[src/include/i3c_phy_settings.svh]
// Port count, AXI4-Lite address width and register map offsets of the I3C PHY
`ifndef I3C_PHY_SETTINGS_SVH
`define I3C_PHY_SETTINGS_SVH

// Number of lanes, one register bit per lane, at most 16
`define I3C_NUM_PORTS 4

// Byte address width of the register front end
`define I3C_AXIL_ADDR_W 8

// Register map, byte offsets
`define I3C_REG_SCL_OUT 'h00
`define I3C_REG_SDA_OUT 'h04
`define I3C_REG_ARB_EN 'h08
`define I3C_REG_BUS 'h0C
`define I3C_REG_ERR 'h10
`define I3C_REG_IRQ_EN 'h14

`endif

[src/hdl/i3c_phy_pkg.sv]
// Lane control, lane state, lane error and AXI4-Lite request and response types
`default_nettype none

`include "i3c_phy_settings.svh"

package i3c_phy_pkg;

  // Levels requested by software for one lane
  typedef struct packed {
    logic scl_val;
    logic sda_val;
    logic arb_en;
  } i3c_lane_ctrl_t;

  // Synchronized line levels, low while the lane drives
  typedef struct packed {
    logic scl;
    logic sda;
  } i3c_lane_state_t;

  // Interference flags of one lane
  typedef struct packed {
    logic scl_err;
    logic sda_err;
  } i3c_phy_err_t;

  typedef struct packed {
    logic [`I3C_AXIL_ADDR_W-1:0] awaddr;
    logic                        awvalid;
    logic [31:0]                 wdata;
    logic [3:0]                  wstrb;
    logic                        wvalid;
    logic                        bready;
    logic [`I3C_AXIL_ADDR_W-1:0] araddr;
    logic                        arvalid;
    logic                        rready;
  } axil_req_t;

  typedef struct packed {
    logic        awready;
    logic        wready;
    logic [1:0]  bresp;
    logic        bvalid;
    logic        arready;
    logic [31:0] rdata;
    logic [1:0]  rresp;
    logic        rvalid;
  } axil_rsp_t;

endpackage

`default_nettype wire

[src/hdl/dff_2sync.sv]
// Two-stage synchronizer for one asynchronous bit, clears to zero on reset
`timescale 1ns/1ps
`default_nettype none

module dff_2sync (
  input  logic clk,
  input  logic rst_n,
  input  logic d_i,
  output logic q_o
);

  logic meta_q;
  logic sync_q;

  always_ff @(posedge clk or negedge rst_n) begin
    if (!rst_n) begin
      meta_q <= 1'b0;
      sync_q <= 1'b0;
    end else begin
      meta_q <= d_i;
      sync_q <= meta_q;
    end
  end

  assign q_o = sync_q;

endmodule

`default_nettype wire

[src/hdl/i3c_phy.sv]
// Open-drain I3C lane with enable generation, line synchronizers and interference check
`timescale 1ns/1ps
`default_nettype none

module i3c_phy (
  input  logic                          clk,
  input  logic                          rst_n,
  input  logic                          scl_i,
  output logic                          scl_en_o,
  input  logic                          sda_i,
  output logic                          sda_en_o,
  input  i3c_phy_pkg::i3c_lane_ctrl_t   lane_ctrl_i,
  output i3c_phy_pkg::i3c_lane_state_t  lane_state_o,
  output i3c_phy_pkg::i3c_phy_err_t     phy_err_o
);

  // Requested open-drain enables, high pulls the line low
  logic scl_en_req;
  logic sda_en_req;

  logic scl_sync;
  logic sda_sync;
  logic scl_en_sync;
  logic sda_en_sync;
  logic arb_en_sync;

  // Enable history, lined up with the latency of the line synchronizers
  logic [1:0] scl_en_dly_q;
  logic [1:0] sda_en_dly_q;

  logic scl_err_q;
  logic sda_err_q;

  assign scl_en_req = ~lane_ctrl_i.scl_val;
  assign sda_en_req = ~lane_ctrl_i.sda_val;

  dff_2sync u_scl_sync (
    .clk   (clk),
    .rst_n (rst_n),
    .d_i   (scl_i),
    .q_o   (scl_sync)
  );

  dff_2sync u_sda_sync (
    .clk   (clk),
    .rst_n (rst_n),
    .d_i   (sda_i),
    .q_o   (sda_sync)
  );

  dff_2sync u_scl_en_sync (
    .clk   (clk),
    .rst_n (rst_n),
    .d_i   (scl_en_req),
    .q_o   (scl_en_sync)
  );

  dff_2sync u_sda_en_sync (
    .clk   (clk),
    .rst_n (rst_n),
    .d_i   (sda_en_req),
    .q_o   (sda_en_sync)
  );

  dff_2sync u_arb_en_sync (
    .clk   (clk),
    .rst_n (rst_n),
    .d_i   (lane_ctrl_i.arb_en),
    .q_o   (arb_en_sync)
  );

  // Pad value is tied low outside, only the enables leave the lane
  assign scl_en_o = scl_en_sync;
  assign sda_en_o = sda_en_sync;

  assign lane_state_o.scl = scl_en_sync ? 1'b0 : scl_sync;
  assign lane_state_o.sda = sda_en_sync ? 1'b0 : sda_sync;

  // A synchronized sample shows the pad as it was two cycles back, so the
  // compare uses the enable of that same cycle to avoid a false flag on release
  always_ff @(posedge clk or negedge rst_n) begin
    if (!rst_n) begin
      scl_en_dly_q <= 2'b00;
      sda_en_dly_q <= 2'b00;
      scl_err_q    <= 1'b0;
      sda_err_q    <= 1'b0;
    end else begin
      scl_en_dly_q <= {scl_en_dly_q[0], scl_en_sync};
      sda_en_dly_q <= {sda_en_dly_q[0], sda_en_sync};
      // Released but read low means another device holds the line
      scl_err_q    <= arb_en_sync & ~scl_en_dly_q[1] & ~scl_sync;
      sda_err_q    <= arb_en_sync & ~sda_en_dly_q[1] & ~sda_sync;
    end
  end

  assign phy_err_o.scl_err = scl_err_q;
  assign phy_err_o.sda_err = sda_err_q;

endmodule

`default_nettype wire

[src/hdl/i3c_phy_regs.sv]
// AXI4-Lite slave with line control, arbitration, bus status, error and interrupt registers
`timescale 1ns/1ps
`default_nettype none

`include "i3c_phy_settings.svh"

module i3c_phy_regs #(
  parameter int NUM_PORTS = `I3C_NUM_PORTS
) (
  input  logic                          clk,
  input  logic                          rst_n,
  input  i3c_phy_pkg::axil_req_t        axil_req_i,
  output i3c_phy_pkg::axil_rsp_t        axil_rsp_o,
  output i3c_phy_pkg::i3c_lane_ctrl_t   lane_ctrl_o [NUM_PORTS],
  input  i3c_phy_pkg::i3c_lane_state_t  lane_state_i [NUM_PORTS],
  input  logic [31:0]                   err_status_i,
  output logic [31:0]                   err_clear_o,
  output logic [31:0]                   irq_en_o
);

  localparam int AW = `I3C_AXIL_ADDR_W;

  localparam logic [AW-1:0] ADDR_SCL_OUT = AW'(`I3C_REG_SCL_OUT);
  localparam logic [AW-1:0] ADDR_SDA_OUT = AW'(`I3C_REG_SDA_OUT);
  localparam logic [AW-1:0] ADDR_ARB_EN  = AW'(`I3C_REG_ARB_EN);
  localparam logic [AW-1:0] ADDR_BUS     = AW'(`I3C_REG_BUS);
  localparam logic [AW-1:0] ADDR_ERR     = AW'(`I3C_REG_ERR);
  localparam logic [AW-1:0] ADDR_IRQ_EN  = AW'(`I3C_REG_IRQ_EN);

  localparam logic [1:0] RESP_OKAY   = 2'b00;
  localparam logic [1:0] RESP_SLVERR = 2'b10;

  // Handshake state
  logic wr_ready_q;
  logic bvalid_q;
  logic arready_q;
  logic rvalid_q;

  logic [1:0]  bresp_q;
  logic [1:0]  rresp_q;
  logic [31:0] rdata_q;

  logic [NUM_PORTS-1:0] scl_out_q;
  logic [NUM_PORTS-1:0] sda_out_q;
  logic [NUM_PORTS-1:0] arb_en_q;
  logic [31:0]          irq_en_q;

  logic                 wr_fire;
  logic                 rd_fire;
  logic [AW-1:0]        wr_addr;
  logic [AW-1:0]        rd_addr;
  logic [31:0]          wmask;
  logic [NUM_PORTS-1:0] wmask_n;
  logic [NUM_PORTS-1:0] wdata_n;
  logic [31:0]          bus_word;
  logic [31:0]          rd_word;

  function automatic logic addr_mapped(input logic [AW-1:0] addr);
    logic hit;
    case (addr)
      ADDR_SCL_OUT, ADDR_SDA_OUT, ADDR_ARB_EN,
      ADDR_BUS, ADDR_ERR, ADDR_IRQ_EN: hit = 1'b1;
      default: hit = 1'b0;
    endcase
    return hit;
  endfunction

  // Word aligned addresses
  assign wr_addr = {axil_req_i.awaddr[AW-1:2], 2'b00};
  assign rd_addr = {axil_req_i.araddr[AW-1:2], 2'b00};

  assign wr_fire = wr_ready_q & axil_req_i.awvalid & axil_req_i.wvalid;
  assign rd_fire = arready_q & axil_req_i.arvalid;

  assign wmask = {{8{axil_req_i.wstrb[3]}}, {8{axil_req_i.wstrb[2]}},
                  {8{axil_req_i.wstrb[1]}}, {8{axil_req_i.wstrb[0]}}};
  assign wmask_n = wmask[NUM_PORTS-1:0];
  assign wdata_n = axil_req_i.wdata[NUM_PORTS-1:0];

  always_ff @(posedge clk or negedge rst_n) begin
    if (!rst_n) begin
      wr_ready_q <= 1'b0;
      bvalid_q   <= 1'b0;
      arready_q  <= 1'b0;
      rvalid_q   <= 1'b0;
    end else begin
      // Address and data accepted together, one cycle pulse
      wr_ready_q <= axil_req_i.awvalid & axil_req_i.wvalid & ~bvalid_q & ~wr_ready_q;
      if (wr_fire) begin
        bvalid_q <= 1'b1;
      end else if (axil_req_i.bready) begin
        bvalid_q <= 1'b0;
      end

      arready_q <= axil_req_i.arvalid & ~rvalid_q & ~arready_q;
      if (rd_fire) begin
        rvalid_q <= 1'b1;
      end else if (axil_req_i.rready) begin
        rvalid_q <= 1'b0;
      end
    end
  end

  // Response payload
  always_ff @(posedge clk) begin
    if (wr_fire) begin
      bresp_q <= addr_mapped(wr_addr) ? RESP_OKAY : RESP_SLVERR;
    end
    if (rd_fire) begin
      rresp_q <= addr_mapped(rd_addr) ? RESP_OKAY : RESP_SLVERR;
      rdata_q <= rd_word;
    end
  end

  // Lines released and checks off out of reset
  always_ff @(posedge clk or negedge rst_n) begin
    if (!rst_n) begin
      scl_out_q <= '1;
      sda_out_q <= '1;
      arb_en_q  <= '0;
      irq_en_q  <= '0;
    end else if (wr_fire) begin
      case (wr_addr)
        ADDR_SCL_OUT: scl_out_q <= (scl_out_q & ~wmask_n) | (wdata_n & wmask_n);
        ADDR_SDA_OUT: sda_out_q <= (sda_out_q & ~wmask_n) | (wdata_n & wmask_n);
        ADDR_ARB_EN:  arb_en_q  <= (arb_en_q & ~wmask_n) | (wdata_n & wmask_n);
        ADDR_IRQ_EN:  irq_en_q  <= (irq_en_q & ~wmask) | (axil_req_i.wdata & wmask);
        default: ;
      endcase
    end
  end

  // Clear mask lives only in the accepting cycle
  assign err_clear_o = (wr_fire && wr_addr == ADDR_ERR) ? (axil_req_i.wdata & wmask) : '0;
  assign irq_en_o    = irq_en_q;

  always_comb begin
    bus_word = '0;
    for (int i = 0; i < NUM_PORTS; i++) begin
      bus_word[i]      = lane_state_i[i].scl;
      bus_word[16 + i] = lane_state_i[i].sda;
    end
  end

  always_comb begin
    case (rd_addr)
      ADDR_SCL_OUT: rd_word = 32'(scl_out_q);
      ADDR_SDA_OUT: rd_word = 32'(sda_out_q);
      ADDR_ARB_EN:  rd_word = 32'(arb_en_q);
      ADDR_BUS:     rd_word = bus_word;
      ADDR_ERR:     rd_word = err_status_i;
      ADDR_IRQ_EN:  rd_word = irq_en_q;
      default:      rd_word = '0;
    endcase
  end

  always_comb begin
    for (int i = 0; i < NUM_PORTS; i++) begin
      lane_ctrl_o[i].scl_val = scl_out_q[i];
      lane_ctrl_o[i].sda_val = sda_out_q[i];
      lane_ctrl_o[i].arb_en  = arb_en_q[i];
    end
  end

  assign axil_rsp_o.awready = wr_ready_q;
  assign axil_rsp_o.wready  = wr_ready_q;
  assign axil_rsp_o.bresp   = bresp_q;
  assign axil_rsp_o.bvalid  = bvalid_q;
  assign axil_rsp_o.arready = arready_q;
  assign axil_rsp_o.rdata   = rdata_q;
  assign axil_rsp_o.rresp   = rresp_q;
  assign axil_rsp_o.rvalid  = rvalid_q;

endmodule

`default_nettype wire

[src/hdl/i3c_err_collect.sv]
// Sticky interference status per lane and line with write-one-to-clear and level interrupt
`timescale 1ns/1ps
`default_nettype none

`include "i3c_phy_settings.svh"

module i3c_err_collect #(
  parameter int NUM_PORTS = `I3C_NUM_PORTS
) (
  input  logic                       clk,
  input  logic                       rst_n,
  input  i3c_phy_pkg::i3c_phy_err_t  phy_err_i [NUM_PORTS],
  input  logic [31:0]                err_clear_i,
  input  logic [31:0]                irq_en_i,
  output logic [31:0]                err_status_o,
  output logic                       irq_o
);

  // SCL flags in the low half, SDA flags in the high half
  logic [31:0] err_set;
  logic [31:0] sticky_q;

  always_comb begin
    err_set = '0;
    for (int i = 0; i < NUM_PORTS; i++) begin
      err_set[i]      = phy_err_i[i].scl_err;
      err_set[16 + i] = phy_err_i[i].sda_err;
    end
  end

  // New error in the clear cycle survives the clear
  always_ff @(posedge clk or negedge rst_n) begin
    if (!rst_n) begin
      sticky_q <= '0;
    end else begin
      sticky_q <= (sticky_q & ~err_clear_i) | err_set;
    end
  end

  assign err_status_o = sticky_q;

  // Level interrupt, follows the sticky bits directly
  assign irq_o = |(sticky_q & irq_en_i);

endmodule

`default_nettype wire

[src/hdl/i3c_phy_array.sv]
// Multi-port I3C PHY top with register block, lane array and error collector
`timescale 1ns/1ps
`default_nettype none

`include "i3c_phy_settings.svh"

module i3c_phy_array #(
  parameter int NUM_PORTS = `I3C_NUM_PORTS
) (
  input  logic                    clk,
  input  logic                    rst_n,
  input  i3c_phy_pkg::axil_req_t  axil_req_i,
  output i3c_phy_pkg::axil_rsp_t  axil_rsp_o,
  input  logic [NUM_PORTS-1:0]    scl_i,
  output logic [NUM_PORTS-1:0]    scl_en_o,
  input  logic [NUM_PORTS-1:0]    sda_i,
  output logic [NUM_PORTS-1:0]    sda_en_o,
  output logic                    irq_o
);

  import i3c_phy_pkg::*;

  i3c_lane_ctrl_t  lane_ctrl  [NUM_PORTS];
  i3c_lane_state_t lane_state [NUM_PORTS];
  i3c_phy_err_t    phy_err    [NUM_PORTS];

  logic [31:0] err_status;
  logic [31:0] err_clear;
  logic [31:0] irq_en;

  i3c_phy_regs #(
    .NUM_PORTS (NUM_PORTS)
  ) u_regs (
    .clk          (clk),
    .rst_n        (rst_n),
    .axil_req_i   (axil_req_i),
    .axil_rsp_o   (axil_rsp_o),
    .lane_ctrl_o  (lane_ctrl),
    .lane_state_i (lane_state),
    .err_status_i (err_status),
    .err_clear_o  (err_clear),
    .irq_en_o     (irq_en)
  );

  // One open-drain lane per port
  for (genvar i = 0; i < NUM_PORTS; i++) begin : g_lane
    i3c_phy u_phy (
      .clk          (clk),
      .rst_n        (rst_n),
      .scl_i        (scl_i[i]),
      .scl_en_o     (scl_en_o[i]),
      .sda_i        (sda_i[i]),
      .sda_en_o     (sda_en_o[i]),
      .lane_ctrl_i  (lane_ctrl[i]),
      .lane_state_o (lane_state[i]),
      .phy_err_o    (phy_err[i])
    );
  end

  i3c_err_collect #(
    .NUM_PORTS (NUM_PORTS)
  ) u_err_collect (
    .clk          (clk),
    .rst_n        (rst_n),
    .phy_err_i    (phy_err),
    .err_clear_i  (err_clear),
    .irq_en_i     (irq_en),
    .err_status_o (err_status),
    .irq_o        (irq_o)
  );

endmodule

`default_nettype wire

[config.mk]
export PLATFORM = sky130hd
export DESIGN_NAME = i3c_phy_array
export DESIGN_NICKNAME = d
export VERILOG_FILES = /design/src/hdl/i3c_phy_pkg.sv /design/src/hdl/dff_2sync.sv /design/src/hdl/i3c_phy.sv /design/src/hdl/i3c_phy_regs.sv /design/src/hdl/i3c_err_collect.sv /design/src/hdl/i3c_phy_array.sv
export VERILOG_INCLUDE_DIRS = /design/src /design/src/include
export SDC_FILE = /design/constraint.sdc
export NUM_CORES = 1
export LEC_CHECK = 0
export ABC_CLOCK_PERIOD_IN_PS = 2100
export BUFFER_PORTS_ARGS = -buffer_cell sky130_fd_sc_hd__buf_2
export CAP_MARGIN = 20
export CORE_MARGIN = 2
export CORE_UTILIZATION = 50
export DETAILED_ROUTE_END_ITERATION = 12
export GPL_ROUTABILITY_DRIVEN = 0
export GPL_TIMING_DRIVEN = 0
export PLACE_DENSITY = 0.75
export SETUP_SLACK_MARGIN = 0.5
export SLEW_MARGIN = 30
export SYNTH_ARGS = -nofsm -noshare
export SYNTH_HDL_FRONTEND = slang
export SYNTH_SLANG_ARGS = --single-unit
[constraint.sdc]
create_clock -name clk -period 2.1 [get_ports clk]
set_clock_uncertainty 0.1 [all_clocks]
set_input_delay 0.21 -clock clk [delete_from_list [all_inputs] [get_ports clk]]
set_output_delay 0.21 -clock clk [all_outputs]
set_load 0.005 [all_outputs]
## Word-level counts from Yosys, hierarchy flattened

Cells that the tools add are included.

| word-level totals | value |
|---|---|
| bits in registers | 180 |
| input bits | 67 |
| word-level logic and storage cells | 178 |

| operators by class | value |
|---|---|
| equality and inequality tests | 10 |
| muxes and demuxes | 20 |
| bitwise gates (word level) | 68 |
| reduce and logical (&&, ||, !) cells | 12 |

Operator list:

| cell | count |
|---|---|
| one-hot mux 32 bit (6 select lines) | 1 |
| AND 32 bit | 4 |
| inverter 32 bit | 2 |
| 2-to-1 mux 32 bit | 1 |
| bitwise OR 32 x 20 -> 32 bit | 1 |
| bitwise OR 32 bit | 1 |
| OR reduction 32 bit | 1 |
| inverter 1 bit | 28 |
| AND 1 bit | 24 |
| equality test 6 x 2 -> 1 bit (second input constant) | 4 |
| equality test 6 x 3 -> 1 bit (second input constant) | 4 |
| AND 4 bit | 4 |
| zero test 8 bit | 2 |
| 2-to-1 mux 1 bit | 16 |
| equality test 6 x 1 -> 1 bit (second input constant) | 2 |
| bitwise OR 4 bit | 3 |
| OR reduction 6 bit | 2 |
| AND reduction 2 bit | 4 |
| 2-to-1 mux 2 bit | 2 |
| inverter 4 bit | 1 |
| nonzero test 2 bit | 2 |
| logical AND 1 bit | 1 |

## Depth between registers and ports, before layout

Gate-level depths: netlist of the first run.

| depth | value |
|---|---|
| depth in word-level cells | 7 |
| gate-level depth with buffers | 5 |

## Cells and area by module

From an unflattened synthesis of the first run, not the netlist that was laid out.

| second synthesis, totals | value |
|---|---|
| cells, all modules | 446 |
| area total of the unflattened synthesis | 6836.6 um2 |

Modules (own cells, without submodules):

| module | instances | cells each | area each (um2) | sequential area each (um2) |
|---|---|---|---|---|
| i3c_phy_regs | 1 | 257 | 3774.9 | 2232.1 |
| i3c_err_collect | 1 | 93 | 1199.9 | 800.8 |
| dff_2sync | 20 | 2 | 50.0 | 50.0 |
| i3c_phy | 4 | 14 | 215.2 | 150.1 |

## Worst setup path before layout of the first run

No wires, ideal clock.

| timing | value |
|---|---|
| path type | input port to flip-flop |
| from | input port axil_req_i[54] (netlist name) |
| to | register (tool-made name) |
| arrival | 1.691 ns |
| required time | 1.875 ns |
| setup slack | 0.184 ns |
| stages on the path | 5 |
| cell sequence | or4b_1 > buf_2 > or3_1 > buf_6 > mux2_4 |

RTL lines:

| element | RTL line | RTL |
|---|---|---|
| start, declared | i3c_phy_array.sv:12 | `input i3c_phy_pkg::axil_req_t axil_req_i,` |

==> run summary, run 1 <==
Post-synthesis sequential area ratio -> 0.688
Seq pwr share -> 0.511
Cell count after synthesis -> 452
RSZ-0062 raised after global routing -> yes
Post-synthesis register bit count -> 178
Boundary Pins -> 117
Die area -> 14,400 sq um
Largest stage delay, worst path -> 540 ps
Post-Syn Area -> 6740 sq um
F_max -> 455 MHz
DRT Wirelength -> 16.5 mm
Commonest cells after routing, fill and taps aside -> dfrtp_1 (135), buf_2 (109), dlygate4sd3_1 (51)
Slowest cell on crit path -> or4_4
Critical path peak fanout -> 3
Worst VDD drop -> 0.000619 V
Routed Antenna Nets -> 0
Status -> finished with violations
Clock buffer count from CTS -> 17
Critical Path RT -> 1790 ps
Critical R2R Launch -> u_regs.wr_ready_q$_DFF_PN0_
P per Cell Area -> 781 nW/um^2
Syn. warnings -> 0
Post-DP Area -> 7640 sq um
Routed length on met2 -> 7.98 mm
DRC viols -> 0
Wirelength per Cell -> 19.5 microns
Utilization after layout -> 0.689
Total power draw -> 7.10 mW
CP Capture Type -> output pin
Die Y -> 120 microns
Largest net degree at the start of global routing -> 87
Root Driver -> clkbuf_16
Max Cap Viol -> 0
Area leader, netlist -> dfrtp_1
WP buf/inv -> 1
Clk slew on worst S/H paths -> 70 ps
Share of the synthesized area in the top cell type -> 0.505
Ratio of cells with drive above 1 in the final layout -> 0.393
Vias in the first global route -> 4,672
Worst-Margin Slew -> 976 ps
Combinational cell fraction of total power -> 0.063
Mean Syn Cell Area -> 14.9 sq um
Area contributors post-synth -> dfrtp_1 (51%), edfxtp_1 (15%), mux2_2 (6.0%), mux2i_1 (4.5%), dfstp_2 (3.1%)
Worst hold path type -> in2reg
Tmin final -> 2200 ps
Top Family by Delay on Critical Path -> simple AND/OR/NAND/NOR gates
Non-Filler Instances -> 845
Post-Place Cells -> 741
CP cell instances -> a22oi_2 > nand4_1 > or4_4 > buf_6
P_sw -> 1.65 mW
Core Box Area -> 13,200 sq um
Setup Viol. Count Final -> 1
Initial Utilization -> 0.511
WP data arrival -> 1890 ps
H-tree lvl count -> 4
Final instance area -> 9090 sq um
Input/output buffers -> 110
Starting DRC count in detailed routing -> 402
Nets -> 723
Hold path start -> axil_req_i[5]
Worst Setup Start Kind -> flop
Initial antenna violation count -> 0
Global-route wire length before repair -> 24.9 mm
Internal power -> 5.45 mW
Clock Sinks -> 178
Antenna cells -> 0
Worst setup path category -> reg2out
Final Hold Fails -> 0
Final Cycle Share -> 1.05
Final setup margin -> -98.7 ps
Gr usage total -> 0.234
Routed met3 length -> 1.08 mm
Slew Limit Fails -> 0
Top sig layer -> met4
Area delta synth->final -> 35.0%
DP HPWL -> 9.96 mm
Setup TNS -> -98.7 ps
FP Rows -> 42
Global route total overflow -> 0
Yosys cell types -> 42
Met1 Wirelength -> 6.93 mm
Clock Latency Late Sink -> 440 ps
Most common cell after layout, fill and taps aside -> dfrtp_1
Clock power frac -> 0.426
CTS tree -> done
Max clock buf depth -> 2
Failing checks -> setup timing
Via count -> 4,502
Sw frac -> 0.232
First-pass DRT Iterations -> 4
Slew headroom -> 0.344
Die W -> 120 microns
Vias/cell -> 5.33
P_leak -> 4.07 nW
[cell type report]
cell class	instances	area, sq um
timing repair buffer	184	1320
tap	176	220
sequential	178	4640
clock inverter	12	96.3
multi-input combinational	227	2070
inverter	22	82.6
buffer	26	201
fill	895	4100
clock buffer	20	468
[synth_stat cells]
cell type	instances
dfrtp_1	136
mux2_2	36
edfxtp_1	34
nor2_1	34
mux2i_1	30
a21boi_0	24
inv_1	22
a22oi_1	16
buf_4	15
nor3b_1	9
a31oi_1	8
dfstp_2	8
mux2_4	8
clkbuf_1	7
nand4_1	7
nor2b_1	6
mux4_2	4
o32ai_1	4
and3b_1	3
buf_2	3
nand2_1	3
nand2b_1	3
nand3_1	3
nor4_1	3
a21o_1	2
a21oi_1	2
nand3b_1	2
nor3_1	2
nor3_2	2
o21ai_0	2
o2bb2ai_1	2
or3_1	2
a2111o_1	1
and2_1	1
and3_1	1
and4_1	1
buf_6	1
conb_1	1
nand4b_1	1
nor4_2	1
or4_1	1
or4b_1	1
[kinds of logic after synthesis]
group	count (synthesis)	synth area share
DFF	178	0.688
and+or+nand+nor	86	0.0719
muxes	78	0.136
AOI/OAI and AO/OA	61	0.0667
buffers and inverters	48	0.0368
other	1	0.000557
[per-stage QoR]
stage / setup slack (ps) / hold WS, ps
floorplan: 210 / -186
global placement: -1180 / 219
detailed placement: -186 / 64.4
CTS: -84.4 / 50.2
global route: -140 / 110
finish: -98.7 / 59.3
[power by group through the flow]
| stage | Clock (mW) | Sequential, mW | Combinational, mW |
|---|---|---|---|
| 6_report | 3.02 | 3.63 | 0.447 |
| 2_1_floorplan | 0 | 3.69 | 0.118 |
| 5_1_grt | 3.21 | 3.64 | 0.484 |
| 4_1_cts | 3.06 | 3.63 | 0.423 |
| 3_5_place_dp | 0 | 3.69 | 0.340 |
| 3_3_place_gp | 0 | 3.69 | 0.320 |
[worst paths after layout]
path,endpoint,slack (ps),cells past startpoint
min in group asynchronous,asynchronous set/reset pin,190,2
hold / removal,u_regs.rresp_q[1]$_DFFE_PP_,60,3
setup reg to reg,flop,360,4
setup / recovery,irq_o,-100,4
max in group asynchronous,asynchronous set/reset pin,910,3
hold reg to reg,g_lane[1].u_phy.u_scl_sync.q_o$_DFF_PN0_,240,0
[worst reg2reg max path, stage by stage, from the launching register on]
cell and delay, ps:
dfrtp_2 450, nand4_1 250, nor3_4 320, buf_6 180
mux2_4 310
[per-layer routing]
metal  global-route usage  up-vias
met1                0.305     2272
met2                0.374      177
met5                    0        -
met4               0.0926        0
li1                     -     2014
met3               0.0646       39
[timing repair]
action                                  4_1_cts  5_1_grt
resized for setup                            29       25
endpoints found under the setup margin      120       78
pin swaps                                    14        8
endpoints found under the hold margin       148        0
hold buffers                                 51        0
setup buffers                                12        9
(Power assumes the default switching activity.)
==> run 2: changes to the inputs <==
--- a/config.mk
+++ b/config.mk
@@ -14,7 +14,7 @@
 export DETAILED_ROUTE_END_ITERATION = 12
 export GPL_ROUTABILITY_DRIVEN = 0
 export GPL_TIMING_DRIVEN = 0
-export PLACE_DENSITY = 0.75
+export PLACE_DENSITY_LB_ADDON = 0.05
 export SETUP_SLACK_MARGIN = 0.5
 export SLEW_MARGIN = 30
 export SYNTH_ARGS = -nofsm -noshare
==> run summary, run 2 (synthesis results as in run 1) <==
Largest stage delay, worst path -> 570 ps (+30 ps)
Critical Path RT -> 1790 ps (about the same)
Critical path peak fanout -> 3 (unchanged)
Largest net degree at the start of global routing -> 87 (unchanged)
Die area -> 14,400 sq um (unchanged)
Max clock buf depth -> 2 (unchanged)
Fillers -> 929 (+3.8%)
CTS tree -> done
Failing checks -> setup timing
Total power draw -> 7.05 mW (-0.69%)
P_leak -> 4.12 nW (+1.1%)
F_max -> 456 MHz (+0.32%)
Worst-Margin Slew -> 717 ps (-258 ps)
Clock buffer count from CTS -> 17 (unchanged)
Root Driver -> clkbuf_16
Clock Sinks -> 178 (unchanged)
Slew headroom -> 0.522 (+0.178)
Setup TNS -> -91.7 ps (+6.98 ps)
Final instance area -> 9230 sq um (+1.4%)
Worst Setup Start Kind -> flop
Clk slew on worst S/H paths -> 70 ps (about the same)
Setup Viol. Count Final -> 1 (unchanged)
Area delta synth->final -> 37.0%
Top Family by Delay on Critical Path -> simple AND/OR/NAND/NOR gates
Via count -> 4,392 (-2.4%)
Worst VDD drop -> 0.000786 V (+27%)
Post-Place Cells -> 742 (+0.13%)
Worst setup path category -> reg2out
DRT Wirelength -> 15.8 mm (-4.3%)
Non-Filler Instances -> 852 (+0.83%)
Starting DRC count in detailed routing -> 267 (-34%)
DP HPWL -> 9.83 mm (-1.4%)
Global route total overflow -> 0 (unchanged)
Slew Limit Fails -> 0 (unchanged)
H-tree lvl count -> 4 (unchanged)
Commonest cells after routing, fill and taps aside -> dfrtp_1 (135), buf_2 (110), dlygate4sd3_1 (51)
DRC viols -> 0 (unchanged)
WP buf/inv -> 1 (unchanged)
Final Cycle Share -> 1.04 (-0.00333)
Core Box Area -> 13,200 sq um (unchanged)
Vias in the first global route -> 4,579 (-2.0%)
RSZ-0062 raised after global routing -> yes
Placement Setup Slack -> -220 ps (-33.9 ps)
Antenna cells -> 0 (unchanged)
P per Cell Area -> 764 nW/um^2 (-2.1%)
CP cell instances -> a22oi_2 > nand4_1 > or4_4 > buf_6
Most common cell after layout, fill and taps aside -> dfrtp_1
Initial Utilization -> 0.511 (unchanged)
Global-route wire length before repair -> 24.3 mm (-2.1%)
First-pass DRT Iterations -> 4 (unchanged)
Boundary Pins -> 117 (unchanged)
Vias/cell -> 5.15 (-3.2%)
Wirelength per Cell -> 18.6 microns (-5.1%)
Max Cap Viol -> 0 (unchanged)
Final setup margin -> -91.7 ps (+6.98 ps)
Worst hold path type -> in2reg
Slowest cell on crit path -> or4_4
Clock Latency Late Sink -> 420 ps (-20 ps)
Routed Antenna Nets -> 0 (unchanged)
Tmin final -> 2190 ps (-6.98 ps)
Final Hold Fails -> 0 (unchanged)
CP Capture Type -> output pin
Post-DP Area -> 7650 sq um (about the same)
FP Rows -> 42 (unchanged)
Ratio of cells with drive above 1 in the final layout -> 0.413 (+0.0196)
Die Y -> 120 microns (unchanged)
Input/output buffers -> 110 (unchanged)
Nets -> 730 (+0.97%)
Initial antenna violation count -> 0 (unchanged)
WP data arrival -> 1880 ps (about the same)
Gr usage total -> 0.228 (-0.00578)
Status -> finished with violations
Die W -> 120 microns (unchanged)
-- run 2: final cells by class --
class / instances / area (sq um) / area share
buffer: 26 / 201 / 0.0218
clock buffer: 17 / 425 / 0.0461
clock inverter: 15 / 135 / 0.0146
inverter: 22 / 82.6 / 0.00895
multi-input combinational: 227 / 2130 / 0.231
sequential: 178 / 4640 / 0.503
tap: 176 / 220 / 0.0239
timing repair buffer: 191 / 1390 / 0.151
-- run 2: repair_timing --
action | in CTS | in global routing
hold buffers | 51 | 0
setup buffers | 17 | 10
endpoints found under the hold margin | 147 | 0
setup endpoints to repair | 124 | 66
gates resized for setup | 38 | 32
pin swaps | 15 | 20
-- run 2: worst paths after layout --
kind	to	from	slack (ps)	cells after the start
min in group asynchronous	u_err_collect.err_status_o[31]$_DFF_PN0_	rst_n	210	2
worst max register to register	flop	u_regs.wr_ready_q$_DFF_PN0_	350	5
worst min-delay path	u_regs.rresp_q[1]$_DFFE_PP_	axil_req_i[5]	100	3
max in group asynchronous	asynchronous set/reset pin	rst_n	890	3
worst min register to register	g_lane[2].u_phy.u_arb_en_sync.q_o$_DFF_PN0_	g_lane[2].u_phy.u_arb_en_sync.meta_q$_DFF_PN0_	240	0
worst max-delay path	irq_o	u_err_collect.err_status_o[2]$_DFF_PN0_	-90	4
-- run 2: report_power, final --
group / switching, mW / internal (mW) / total (mW)
Combinational: 0.225 / 0.229 / 0.454
Clock: 1.33 / 1.64 / 2.97
Sequential: 0.0332 / 3.59 / 3.63
-- run 2: tightest hold or removal path: cells and delay by family --
family	cells	cell delay, ps
buffers and inverters	1	170
AND/OR/NAND/NOR	2	130
-- run 2: per-stage QoR --
stage          hold WS, ps   util
3_5_place_dp          78.4  0.580
5_1_grt                119  0.699
2_1_floorplan         -186      -
6_report               101  0.699
3_3_place_gp           218  0.575
4_1_cts               86.3  0.683
-- run 2: routing by layer --
layer,track usage,share of wire,up-vias
met5,0,0,-
met4,0.0529,0.011,0
met3,0.0528,0.048,16
met2,0.376,0.50,113
met1,0.311,0.44,2228
li1,-,-,2035
==> run 3: changes to the inputs <==
--- a/config.mk
+++ b/config.mk
@@ -6,15 +6,15 @@
 export SDC_FILE = /design/constraint.sdc
 export NUM_CORES = 1
 export LEC_CHECK = 0
-export ABC_CLOCK_PERIOD_IN_PS = 2100
 export BUFFER_PORTS_ARGS = -buffer_cell sky130_fd_sc_hd__buf_2
 export CAP_MARGIN = 20
 export CORE_MARGIN = 2
-export CORE_UTILIZATION = 50
+export CORE_UTILIZATION = 30
 export DETAILED_ROUTE_END_ITERATION = 12
 export GPL_ROUTABILITY_DRIVEN = 0
 export GPL_TIMING_DRIVEN = 0
 export PLACE_DENSITY_LB_ADDON = 0.05
+export RECOVER_POWER = 25
 export SETUP_SLACK_MARGIN = 0.5
 export SLEW_MARGIN = 30
 export SYNTH_ARGS = -nofsm -noshare
==> run summary, run 3 (synthesis results as in run 1) <==
Vias/cell -> 4.55 (-12%)
Worst-Margin Slew -> 1480 ps (+760 ps)
Boundary Pins -> 117 (unchanged)
Final Hold Fails -> 0 (unchanged)
Commonest cells after routing, fill and taps aside -> dfrtp_1 (135), buf_2 (108), dlygate4sd3_1 (51)
Met2 Use GR -> 0.243 (-0.133)
F_max -> 454 MHz (-0.45%)
Largest stage delay, worst path -> 570 ps (about the same)
Slowest cell on crit path -> or4_4
Worst setup path end -> irq_o
Worst setup path category -> reg2out
Global-route wire length before repair -> 27.0 mm (+11%)
DP HPWL -> 11.4 mm (+16%)
Non-Filler Instances -> 949 (+11%)
Clock Latency Late Sink -> 420 ps (about the same)
Fillers -> 2,054 (+120%)
Tmin final -> 2200 ps (+9.81 ps)
Worst hold path type -> in2reg
Starting DRC count in detailed routing -> 196 (-27%)
Slew headroom -> 0.0153 (-0.506)
CP Capture Type -> output pin
Max Cap Viol -> 0 (unchanged)
Clock power frac -> 0.435 (+0.014)
Global route total overflow -> 0 (unchanged)
CTS tree -> done
Area delta synth->final -> 37.5%
Worst Setup Start Kind -> flop
P per Cell Area -> 779 nW/um^2 (+1.9%)
Reg2reg path depth -> 5 (unchanged)
Clock Sinks -> 178 (unchanged)
Routed Antenna Nets -> 0 (unchanged)
Clk slew on worst S/H paths -> 70 ps (about the same)
Critical R2R Launch -> u_regs.wr_ready_q$_DFF_PN0_
Gr busiest metal -> met2
Die Y -> 154 microns (+28%)
Gr usage total -> 0.153 (-0.0752)
Slew Limit Fails -> 0 (unchanged)
H-tree lvl count -> 4 (unchanged)
WP data arrival -> 1890 ps (about the same)
Worst VDD drop -> 0.000442 V (-44%)
Clock buffer count from CTS -> 17 (unchanged)
Nets -> 723 (-0.96%)
DRC viols -> 0 (unchanged)
Vias in the first global route -> 4,613 (+0.74%)
Core Box Area -> 22,000 sq um (+66%)
Die W -> 154 microns (+28%)
Post-Place Cells -> 847 (+14%)
RSZ-0062 raised after global routing -> yes
CP cell instances -> a22oi_2 > nand4_1 > or4_4 > buf_6
Final setup margin -> -102 ps (-9.81 ps)
Critical Path RT -> 1790 ps (about the same)
Die area -> 23,700 sq um (+64%)
Failing checks -> setup timing
Setup Viol. Count Final -> 1 (unchanged)
First-pass DRT Iterations -> 4 (unchanged)
Global Route met3 Usage -> 0.0403 (-0.0125)
Combinational cell fraction of total power -> 0.063 (about the same)
FP Rows -> 54 (+29%)
Input/output buffers -> 110 (unchanged)
Root Driver -> clkbuf_16
P_leak -> 4.07 nW (-1.2%)
Most common cell after layout, fill and taps aside -> dfrtp_1
Sw frac -> 0.243 (+0.0178)
Initial antenna violation count -> 0 (unchanged)
Max clock buf depth -> 2 (unchanged)
Critical path peak fanout -> 3 (unchanged)
DRT Wirelength -> 17.3 mm (+9.6%)
Initial Utilization -> 0.307 (-0.204)
Total power draw -> 7.21 mW (+2.3%)
Largest net degree at the start of global routing -> 86 (-1.1%)
Wirelength per Cell -> 18.3 microns (-1.6%)
Status -> finished with violations
Seq pwr share -> 0.502 (-0.012)
Antenna cells -> 0 (unchanged)
P_sw -> 1.75 mW (+10%)
Final Cycle Share -> 1.05 (+0.00467)
Internal power -> 5.46 mW (about the same)
Reg-to-reg setup timing slack -> 370 ps (+20 ps)
Via count -> 4,319 (-1.7%)
Ratio of cells with drive above 1 in the final layout -> 0.396 (-0.0166)
Met1 usage -> 0.212 (-0.0985)
==> run 3: area by class of cell <==
type | count | area, sq um | area share
Tap cell | 280 | 350 | 0.0378
Multi-Input combinational cell | 227 | 2070 | 0.223
Timing Repair Buffer | 184 | 1340 | 0.144
Clock buffer | 19 | 453 | 0.0489
Inverter | 22 | 82.6 | 0.00892
Clock inverter | 13 | 133 | 0.0143
Sequential cell | 178 | 4640 | 0.501
Buffer | 26 | 204 | 0.0220
==> run 3: power by group through the flow <==
| stage | Clock (mW) | Sequential [mW] | Combinational, mW |
|---|---|---|---|
| floorplan | 0 | 3.69 | 0.118 |
| global placement | 0 | 3.69 | 0.338 |
| detailed placement | 0 | 3.69 | 0.358 |
| CTS | 3.24 | 3.62 | 0.457 |
| global route | 3.38 | 3.63 | 0.497 |
| finish | 3.14 | 3.62 | 0.452 |
==> run 3: through the flow <==
stage	instance area (sq um)	setup TNS (ps)	util	hold WS [ps]	setup slack [ps]
floorplan	6810	0	-	-186	210
global placement	7710	-231630	0.351	218	-1480
detailed placement	7790	-6450	0.355	87.6	-238
CTS	9180	-108	0.418	65.7	-108
global route	9260	-5990	0.422	74.9	-157
finish	9260	-102	0.422	83.6	-102
==> run 3: worst min path at each step <==
stage,cells past startpoint,endpoint,startpoint,slack [ps]
after floorplan,0,asynchronous set/reset pin,rst_n,-190
after global placement,1,g_lane[0].u_phy.u_scl_sync.meta_q$_DFF_PN0_,scl_i[0],220
after detailed placement,1,g_lane[2].u_phy.u_scl_en_sync.meta_q$_DFF_PN0_,rst_n,90
after CTS,3,u_regs.rresp_q[1]$_DFFE_PP_,axil_req_i[5],70
after global routing,3,u_regs.rresp_q[1]$_DFFE_PP_,axil_req_i[5],70
final,3,u_regs.rresp_q[1]$_DFFE_PP_,axil_req_i[5],80
==> run 3: critical path: cells and delay by family, from the launching register on <==
family | cells | cell delay (ps)
compound gates | 1 | 210
buf+inv | 1 | 140
flops | 1 | 420
simple gates | 2 | 710
==> run 3: per-layer routing <==
metal	part of all wire	wire length, microns
met2	0.48	8260
met4	0.0069	119
met1	0.48	8290
met5	0	0
met3	0.038	664
==> run 3: repair_timing <==
action / in CTS / in global routing
hold buffers: 51 / 0
hold endpoints to repair: 140 / 0
setup buffers: 14 / 5
pin swaps: 15 / 16
endpoints found under the setup margin: 107 / 63
resized for setup: 36 / 28
